[src/rv_pkg.sv]
`default_nettype none

package rv_pkg;

  // data path width
  localparam int xlen = 32;

  // register index width, x0..x31
  localparam int reg_addr_w = 5;
  localparam int num_regs = 32;

  // major opcodes handled by this slice
  localparam logic [6:0] opc_op_imm = 7'b00_100_11;
  localparam logic [6:0] opc_op     = 7'b01_100_11;
  localparam logic [6:0] opc_lui    = 7'b01_101_11;
  localparam logic [6:0] opc_auipc  = 7'b00_101_11;

  // funct7 values that RV32I accepts for OP and the shift immediates
  localparam logic [6:0] funct7_base = 7'b00000_00;
  localparam logic [6:0] funct7_alt  = 7'b01000_00;

  typedef enum logic [3:0] {
    alu_add,
    alu_sub,
    alu_sll,
    alu_slt,
    alu_sltu,
    alu_xor,
    alu_srl,
    alu_sra,
    alu_or,
    alu_and,
    alu_pass_b
  } alu_op_e;

  typedef enum logic [1:0] {
    op1_reg,
    op1_pc,
    op1_zero
  } op1_sel_e;

  typedef struct packed {
    logic [xlen-1:0] pc;
    logic [xlen-1:0] inst;
  } fetch_s;

  typedef struct packed {
    logic [xlen-1:0]       pc;
    logic [reg_addr_w-1:0] rd;
    alu_op_e               alu_op;
    op1_sel_e              op1_sel;
    logic                  op2_is_imm;
    logic [xlen-1:0]       op_a;
    logic [xlen-1:0]       op_b;
    logic [xlen-1:0]       imm;
    logic                  wen;
    logic                  illegal;
  } uop_s;

  typedef struct packed {
    logic [xlen-1:0]       pc;
    logic [reg_addr_w-1:0] rd;
    logic [xlen-1:0]       result;
    logic                  wen;
    logic                  illegal;
  } retire_s;

endpackage

`default_nettype wire

[src/decode_ctrl.sv]
`default_nettype none

module decode_ctrl import rv_pkg::*; (
  input  logic                  clock,
  input  logic                  reset,
  input  logic                  flush,
  input  logic                  inst_valid,
  input  fetch_s                inst,
  input  logic                  ex_valid,
  input  uop_s                  ex_uop,
  input  logic [xlen-1:0]       ex_result,
  input  logic                  ret_valid,
  input  retire_s               ret,
  input  logic                  retire_ready,
  input  logic [xlen-1:0]       rdata1,
  input  logic [xlen-1:0]       rdata2,
  input  logic [xlen-1:0]       imm,
  output logic                  inst_ready,
  output logic [reg_addr_w-1:0] rs1,
  output logic [reg_addr_w-1:0] rs2,
  output logic [xlen-1:0]       raw_inst,
  output logic                  dec_valid,
  output uop_s                  dec_uop,
  output logic                  advance
);

  fetch_s inst_q;

  logic [6:0] opcode;
  logic [2:0] funct3;
  logic [6:0] funct7;
  logic is_op_imm;
  logic is_op;
  logic is_lui;
  logic is_auipc;
  logic f7_base;
  logic f7_alt;
  logic legal;
  alu_op_e base_op;
  alu_op_e alu_op;

  // youngest in-flight producer wins, x0 never forwards
  function automatic logic [xlen-1:0] fwd_operand(
    input logic [reg_addr_w-1:0] src,
    input logic [xlen-1:0]       rf_value
  );
    logic [xlen-1:0] value;
    value = rf_value;
    if (src != '0) begin
      if (ex_valid && ex_uop.wen && ex_uop.rd == src) begin
        value = ex_result;
      end else if (ret_valid && ret.wen && ret.rd == src) begin
        value = ret.result;
      end
    end
    return value;
  endfunction

  // the whole pipe moves unless the retire stage is full and blocked
  assign advance = !ret_valid || retire_ready;
  // an empty decode stage can always take a new instruction
  assign inst_ready = advance || !dec_valid;

  always_ff @(posedge clock) begin
    if (reset || flush) begin
      dec_valid <= 1'b0;
    end else if (inst_ready) begin
      dec_valid <= inst_valid;
    end
  end

  always_ff @(posedge clock) begin
    if (inst_ready && inst_valid) begin
      inst_q <= inst;
    end
  end

  assign raw_inst = inst_q.inst;
  assign opcode = inst_q.inst[6:0];
  assign funct3 = inst_q.inst[14:12];
  assign funct7 = inst_q.inst[31:25];
  assign rs1 = inst_q.inst[19:15];
  assign rs2 = inst_q.inst[24:20];

  assign is_op_imm = opcode == opc_op_imm;
  assign is_op = opcode == opc_op;
  assign is_lui = opcode == opc_lui;
  assign is_auipc = opcode == opc_auipc;
  assign f7_base = funct7 == funct7_base;
  assign f7_alt = funct7 == funct7_alt;

  always_comb begin
    case (funct3)
      3'b000: base_op = (is_op && f7_alt) ? alu_sub : alu_add;
      3'b001: base_op = alu_sll;
      3'b010: base_op = alu_slt;
      3'b011: base_op = alu_sltu;
      3'b100: base_op = alu_xor;
      3'b101: base_op = f7_alt ? alu_sra : alu_srl;
      3'b110: base_op = alu_or;
      default: base_op = alu_and;
    endcase
  end

  // funct7 only matters for shifts on OP-IMM, but for every OP encoding
  always_comb begin
    legal = 1'b0;
    if (is_lui || is_auipc) begin
      legal = 1'b1;
    end else if (is_op_imm) begin
      case (funct3)
        3'b001: legal = f7_base;
        3'b101: legal = f7_base || f7_alt;
        default: legal = 1'b1;
      endcase
    end else if (is_op) begin
      if (funct3 == 3'b000 || funct3 == 3'b101) begin
        legal = f7_base || f7_alt;
      end else begin
        legal = f7_base;
      end
    end
  end

  // illegal ops pass a zero immediate, so they retire with result 0
  always_comb begin
    if (!legal) begin
      alu_op = alu_pass_b;
    end else if (is_lui || is_auipc) begin
      alu_op = alu_add;
    end else begin
      alu_op = base_op;
    end
  end

  always_comb begin
    dec_uop.pc = inst_q.pc;
    dec_uop.rd = inst_q.inst[11:7];
    dec_uop.alu_op = alu_op;
    if (is_auipc && legal) begin
      dec_uop.op1_sel = op1_pc;
    end else if (is_op_imm || is_op) begin
      dec_uop.op1_sel = legal ? op1_reg : op1_zero;
    end else begin
      dec_uop.op1_sel = op1_zero;
    end
    dec_uop.op2_is_imm = !(is_op && legal);
    dec_uop.op_a = fwd_operand(rs1, rdata1);
    dec_uop.op_b = fwd_operand(rs2, rdata2);
    dec_uop.imm = legal ? imm : '0;
    dec_uop.wen = legal;
    dec_uop.illegal = !legal;
  end

endmodule

`default_nettype wire

[src/imm_gen.sv]
`default_nettype none

module imm_gen import rv_pkg::*; (
  input  logic [xlen-1:0] raw_inst,
  output logic [xlen-1:0] imm
);

  logic [6:0] opcode;
  logic [2:0] funct3;
  logic is_shift;
  logic [xlen-1:0] i_imm;
  logic [xlen-1:0] shamt_imm;
  logic [xlen-1:0] u_imm;

  assign opcode = raw_inst[6:0];
  assign funct3 = raw_inst[14:12];

  // slli, srli and srai carry a 5-bit shift amount in place of imm[4:0]
  assign is_shift = funct3 == 3'b001 || funct3 == 3'b101;

  assign i_imm = {{20{raw_inst[31]}}, raw_inst[31:20]};
  assign shamt_imm = {27'd0, raw_inst[24:20]};
  assign u_imm = {raw_inst[31:12], 12'd0};

  always_comb begin
    case (opcode)
      opc_op_imm: imm = is_shift ? shamt_imm : i_imm;
      opc_lui, opc_auipc: imm = u_imm;
      // R-type and everything unsupported
      default: imm = '0;
    endcase
  end

endmodule

`default_nettype wire

[src/reg_file.sv]
`default_nettype none

module reg_file import rv_pkg::*; (
  input  logic                  clock,
  input  logic                  reset,
  input  logic [reg_addr_w-1:0] rs1,
  input  logic [reg_addr_w-1:0] rs2,
  output logic [xlen-1:0]       rdata1,
  output logic [xlen-1:0]       rdata2,
  input  logic                  wen,
  input  logic [reg_addr_w-1:0] waddr,
  input  logic [xlen-1:0]       wdata
);

  // x0 has no storage
  logic [xlen-1:0] regs [1:num_regs-1];

  always_ff @(posedge clock) begin
    if (reset) begin
      for (int i = 1; i < num_regs; i++) begin
        regs[i] <= '0;
      end
    end else if (wen && waddr != '0) begin
      regs[waddr] <= wdata;
    end
  end

  // no write-to-read bypass here, the retire stage forwards instead
  always_comb begin
    if (rs1 == '0) begin
      rdata1 = '0;
    end else begin
      rdata1 = regs[rs1];
    end
    if (rs2 == '0) begin
      rdata2 = '0;
    end else begin
      rdata2 = regs[rs2];
    end
  end

endmodule

`default_nettype wire

[src/alu.sv]
`default_nettype none

module alu import rv_pkg::*; (
  input  uop_s            uop,
  output logic [xlen-1:0] result
);

  logic [xlen-1:0] op1;
  logic [xlen-1:0] op2;
  logic [4:0] shamt;

  always_comb begin
    case (uop.op1_sel)
      op1_reg: op1 = uop.op_a;
      op1_pc: op1 = uop.pc;
      default: op1 = '0;
    endcase
  end

  assign op2 = uop.op2_is_imm ? uop.imm : uop.op_b;
  assign shamt = op2[4:0];

  always_comb begin
    case (uop.alu_op)
      alu_add: result = op1 + op2;
      alu_sub: result = op1 - op2;
      alu_sll: result = op1 << shamt;
      alu_slt: begin
        result = {31'd0, $signed(op1) < $signed(op2)};
      end
      alu_sltu: result = {31'd0, op1 < op2};
      alu_xor: result = op1 ^ op2;
      alu_srl: result = op1 >> shamt;
      // arithmetic shift keeps the sign bit
      alu_sra: result = $unsigned($signed(op1) >>> shamt);
      alu_or: result = op1 | op2;
      alu_and: result = op1 & op2;
      alu_pass_b: result = op2;
      default: result = '0;
    endcase
  end

endmodule

`default_nettype wire

[src/pipe_reg.sv]
`default_nettype none

module pipe_reg #(
  parameter type payload_t = logic
) (
  input  logic     clock,
  input  logic     reset,
  input  logic     flush,
  input  logic     load,
  input  logic     in_valid,
  input  payload_t in_data,
  output logic     out_valid,
  output payload_t out_data
);

  // flush beats load, so nothing in flight survives it
  always_ff @(posedge clock) begin
    if (reset || flush) begin
      out_valid <= 1'b0;
    end else if (load) begin
      out_valid <= in_valid;
    end
  end

  always_ff @(posedge clock) begin
    if (load) begin
      out_data <= in_data;
    end
  end

endmodule

`default_nettype wire

[src/int_core.sv]
`default_nettype none

module int_core import rv_pkg::*; (
  input  logic    clock,
  input  logic    reset,
  input  logic    flush,
  input  logic    inst_valid,
  output logic    inst_ready,
  input  fetch_s  inst,
  output logic    retire_valid,
  input  logic    retire_ready,
  output retire_s retire
);

  logic [reg_addr_w-1:0] rs1;
  logic [reg_addr_w-1:0] rs2;
  logic [xlen-1:0] rdata1;
  logic [xlen-1:0] rdata2;
  logic [xlen-1:0] raw_inst;
  logic [xlen-1:0] imm;
  logic dec_valid;
  uop_s dec_uop;
  logic advance;
  logic ex_valid;
  uop_s ex_uop;
  logic [xlen-1:0] ex_result;
  retire_s ex_retire;
  logic rf_wen;

  decode_ctrl u_decode_ctrl (
    .clock(clock), .reset(reset), .flush(flush),
    .inst_valid(inst_valid), .inst(inst),
    .ex_valid(ex_valid), .ex_uop(ex_uop), .ex_result(ex_result),
    .ret_valid(retire_valid), .ret(retire), .retire_ready(retire_ready),
    .rdata1(rdata1), .rdata2(rdata2), .imm(imm),
    .inst_ready(inst_ready), .rs1(rs1), .rs2(rs2), .raw_inst(raw_inst),
    .dec_valid(dec_valid), .dec_uop(dec_uop), .advance(advance)
  );

  imm_gen u_imm_gen (.raw_inst(raw_inst), .imm(imm));

  // architectural write happens on the retire handshake
  assign rf_wen = retire_valid && retire_ready && retire.wen;

  reg_file u_reg_file (
    .clock(clock), .reset(reset), .rs1(rs1), .rs2(rs2),
    .rdata1(rdata1), .rdata2(rdata2),
    .wen(rf_wen), .waddr(retire.rd), .wdata(retire.result)
  );

  pipe_reg #(.payload_t(uop_s)) ex_stage (
    .clock(clock), .reset(reset), .flush(flush), .load(advance),
    .in_valid(dec_valid), .in_data(dec_uop),
    .out_valid(ex_valid), .out_data(ex_uop)
  );

  alu u_alu (.uop(ex_uop), .result(ex_result));

  assign ex_retire = '{pc: ex_uop.pc, rd: ex_uop.rd, result: ex_result,
                       wen: ex_uop.wen, illegal: ex_uop.illegal};

  pipe_reg #(.payload_t(retire_s)) ret_stage (
    .clock(clock), .reset(reset), .flush(flush), .load(advance),
    .in_valid(ex_valid), .in_data(ex_retire),
    .out_valid(retire_valid), .out_data(retire)
  );

endmodule

`default_nettype wire

[config.mk]
export PLATFORM = sky130hd
export DESIGN_NAME = int_core
export DESIGN_NICKNAME = d
export VERILOG_FILES = /design/src/rv_pkg.sv /design/src/decode_ctrl.sv /design/src/imm_gen.sv /design/src/reg_file.sv /design/src/alu.sv /design/src/pipe_reg.sv /design/src/int_core.sv
export SDC_FILE = /design/constraint.sdc
export NUM_CORES = 2
export LEC_CHECK = 0
export BUFFER_PORTS_ARGS = -buffer_cell sky130_fd_sc_hd__buf_2
export CAP_MARGIN = 30
export CORE_MARGIN = 8
export CORE_UTILIZATION = 45
export DETAILED_ROUTE_END_ITERATION = 8
export PLACE_DENSITY_LB_ADDON = 0.3
export SYNTH_ARGS = -nofsm -noshare
export SYNTH_HDL_FRONTEND = slang
export SYNTH_SLANG_ARGS = --single-unit
[constraint.sdc]
create_clock -name clock -period 12.95 [get_ports clock]
set_input_delay 0.6475 -clock clock [delete_from_list [all_inputs] [get_ports clock]]
set_output_delay 0.6475 -clock clock [all_outputs]
set_load 0.05 [all_outputs]
==> results.yml <==
run_status:
  outcome: "complete, no violations"
final_layout:
  layout.cells.non_filler: 7652
  stdcell_area_mm2: 0.0823
  layout-drive-gt1-share_pct: 24.1
  nNetsFinal: 5514
  syn_to_final_growth_pct: 10.7
floorplanning:
  fp-row-count: 149
  die_w_um: 422
  coreArea_mm2: 0.164
  ios: 142
  start_util_pct: 45.2
  fp.dieH_um: 422
  dieArea_mm2: 0.178
flow_run:
  cap_violations: 0
worst_setup_path:
  cp_data_required_time_ps: 13450
  slowest_delay_ps: 650
  slowest_stage: "a221oi_1"
  startpoint_type: "flop"
  cp.arrival_ps: 6720
  endpoint_kind: "flop"
  path_cells: "buf_4 > mux2_2 > buf_4 > ha_1 > a211o_1 > a311oi_2 > nor3_1 > o31ai_1 > a21boi_0 > a221oi_1 > o21ai_0 > xnor2_1 > a211oi_1 > o22ai_1"
  cp_max_fo: 50
  worst_path_most_repeated_cell: "buf_4"
  path_class: "reg2reg"
logic_synthesis:
  postSynthAreaPerCell_um2: 13.9
  async_flop_share_pct: 0
  syn_inst: 5347
  yosysSeqAreaShare_pct: 52.9
  synth_ff_type: "edfxtp_1"
  netlist_area_mm2: 0.0743
  synth_edf_count: 1301
  synthDistinctLibCells: 89
  ys_ff_latch: 1314
  synth-warning-count: 0
global_routing:
  overflow: 0
  grt_usage_pct: 30.4
  grt_pass1_vias: 50400
  grt_antenna_before_repair: 20
  grt_first_pass_wirelength_um: 389000
  grt_max_degree: 120
cts:
  post_cts_resized: 0
  postCtsHoldBufs: 4
  post_cts_buffers: 0
  cts-buffers-inserted: 144
  clock_latency_ps: 800
  cts_sinks: 1314
  clockBufferDepth: 3
  path_clk_slew_ps: 60
  tritoncts: "yes"
  h-tree-depth: 4
  cts_root_buffer: "clkbuf_16"
timing:
  finalHoldViolations: 0
  rsz0062_at_grt: "false"
  fin_tns_setup_ps: 0
  setup_ws_ps: 6740
  fin_skew_ps: 61.7
  setup_viol: 0
  relSlewSlack_pct: 29.0
  fin_crit_ps: 6210
  tightestPinTransition_ps: 1050
  max_freq_mhz: 161
  fin_crit_sh_pct: 48.0
  final_max_slew_viol_count: 0
place:
  portBuffers: 141
  post-dp-hpwl_um: 173000
  placed_cell_area_mm2: 0.0777
  placed_cells: 7382
  dp_slack_ps: 6880
  globalplace.congestion: 1.00
routing:
  vias: 51100
  wl_per_cell_um: 36.4
  ant_nets: 0
  drt_iter0_markers: 7914
  viasPerCell: 6.68
  drt-total-wl_um: 279000
  first_pass_iters: 6
  drc: 0
power:
  power_density_mw_per_mm2: 126
  irDropWorstVdd_v: 0.000147
  p_leak_nw: 30.1
worst_hold_path:
  hp-class: "in2reg"
-- synth_stat cells (8+ instances only) --
library cell / number / area [µm²]
nand4_1: 11 / 68.8
o21bai_1: 12 / 90.1
nor2_1: 234 / 878
a21oi_1: 146 / 731
inv_1: 132 / 495
and3_1: 11 / 68.8
mux2_2: 38 / 428
a2111oi_0: 10 / 87.6
mux2i_1: 177 / 1770
o21ai_0: 201 / 1010
buf_1: 66 / 248
a22o_1: 9 / 78.8
a221o_1: 11 / 110
o31ai_1: 18 / 135
edfxtp_1: 1301 / 39100
nand3_1: 36 / 180
buf_2: 19 / 95.1
a211oi_1: 21 / 158
o221ai_1: 13 / 114
and2_1: 1009 / 6310
nor4_1: 18 / 113
mux4_2: 652 / 14700
or2_2: 38 / 238
o211ai_1: 42 / 315
a21o_1: 32 / 240
xnor2_1: 14 / 123
o22ai_1: 77 / 482
o311ai_0: 8 / 70.1
a221oi_1: 20 / 175
a31oi_1: 23 / 144
a22oi_1: 12 / 90.1
dfxtp_1: 13 / 260
clkbuf_1: 417 / 1570
nor2b_1: 11 / 68.8
ha_1: 98 / 1230
xor2_1: 16 / 140
o21a_1: 11 / 82.6
o2bb2ai_1: 17 / 149
nand2b_1: 14 / 87.6
nor3_1: 47 / 235
nand2_1: 175 / 657
-- layer usage --
metal / vias up / share of wire, % / track usage (%)
li1: 20600 / - / -
met1: 26100 / 36 / 39.0
met2: 3594 / 46 / 47.5
met3: 838 / 10 / 6.55
met4: 6 / 7.2 / 18.1
met5: - / 0.016 / 0
-- worst max-delay path, delay by kind of cell (launching register included) --
kind,cells,cell delay (ps)
compound gates,8,3260
buf+inv,2,1060
flops,1,520
fa+ha+maj,1,380
mux,1,300
xor+xnor,1,170
simple gates,1,150
-- path summary, 6_finish.rpt --
path	start	to	slack [ps]	cells past startpoint
max	ex_stage.out_data[98]	ex_stage.out_data[63]	6740	14
min	inst[8]	u_decode_ctrl.raw_inst[8]	40	1
max reg2reg	ex_stage.out_data[98]	ex_stage.out_data[63]	6740	14
min reg2reg	u_decode_ctrl.dec_uop[133]	ex_stage.out_data[133]	420	0
-- flip-flops by register name (all words and copies together) (netlist names), named ones only --
signal                   flops
ret_stage.out_valid          1
ex_stage.out_valid           1
u_decode_ctrl.dec_valid      1
ret_stage.out_data          71
u_decode_ctrl.dec_uop       32
u_decode_ctrl.raw_inst      32
ex_stage.out_data          142
u_reg_file.regs           1024
-- cells in the final DEF (no fill, tap or decap), types with 12 or more instances in the layout --
master	instances
buf_2	144
o21ai_0	199
mux2_2	38
o21bai_1	12
inv_1	130
a31oi_1	23
o31ai_1	18
clkbuf_16	145
xnor2_1	14
or2_2	23
xor2_1	16
nand3_1	36
a211oi_1	21
a22oi_1	12
clkbuf_1	29
mux4_2	652
a21oi_1	146
nor2_4	31
conb_1	32
or2_4	15
nand2b_1	14
and2_1	1009
o221ai_1	13
nor3_1	45
clkinv_2	15
a21o_1	32
nand2_1	175
mux2i_1	174
ha_1	98
a221oi_1	20
clkinv_1	41
nor4_1	17
nor2_1	202
buf_4	170
o22ai_1	77
edfxtp_1	1301
o211ai_1	42
o2bb2ai_1	17
-- logic make-up after synthesis --
| logic type | count (synthesis) | synth area share [%] |
|---|---|---|
| muxes | 867 | 22.7 |
| buffers and inverters | 644 | 3.32 |
| AOI/OAI and AO/OA | 756 | 6.68 |
| adders and majority gates | 100 | 1.70 |
| DFF | 1314 | 52.9 |
| other | 1 | 0.00505 |
| xor gates and xnor gates | 30 | 0.353 |
| and+or+nand+nor | 1635 | 12.3 |
-- per-stage QoR --
stage               power [mW]  hold slack [ps]  util (%)
finish                    10.4             41.2      50.1
global route              10.6             12.5      50.0
CTS                       10.4            0.181      50.0
detailed placement        6.49              405      47.3
global placement          6.47              401      47.2
floorplan                 5.93              400         -
-- cell type report --
type	instances	area [µm²]
Inverter	138	527
Sequential cell	1314	39400
Fill cell	13900	82100
Tap cell	2189	2740
Antenna cell	10	25.0
Clock inverter	78	704
Multi-Input combinational cell	3420	33000
Clock buffer	176	3760
Timing Repair Buffer	327	2200
-- power breakdown --
part	internal [mW]	total (mW)	switching (mW)
clock	2.20	3.97	1.77
sequential	4.89	5.09	0.204
combinational	0.573	1.34	0.764
(Power assumes the default switching activity.)
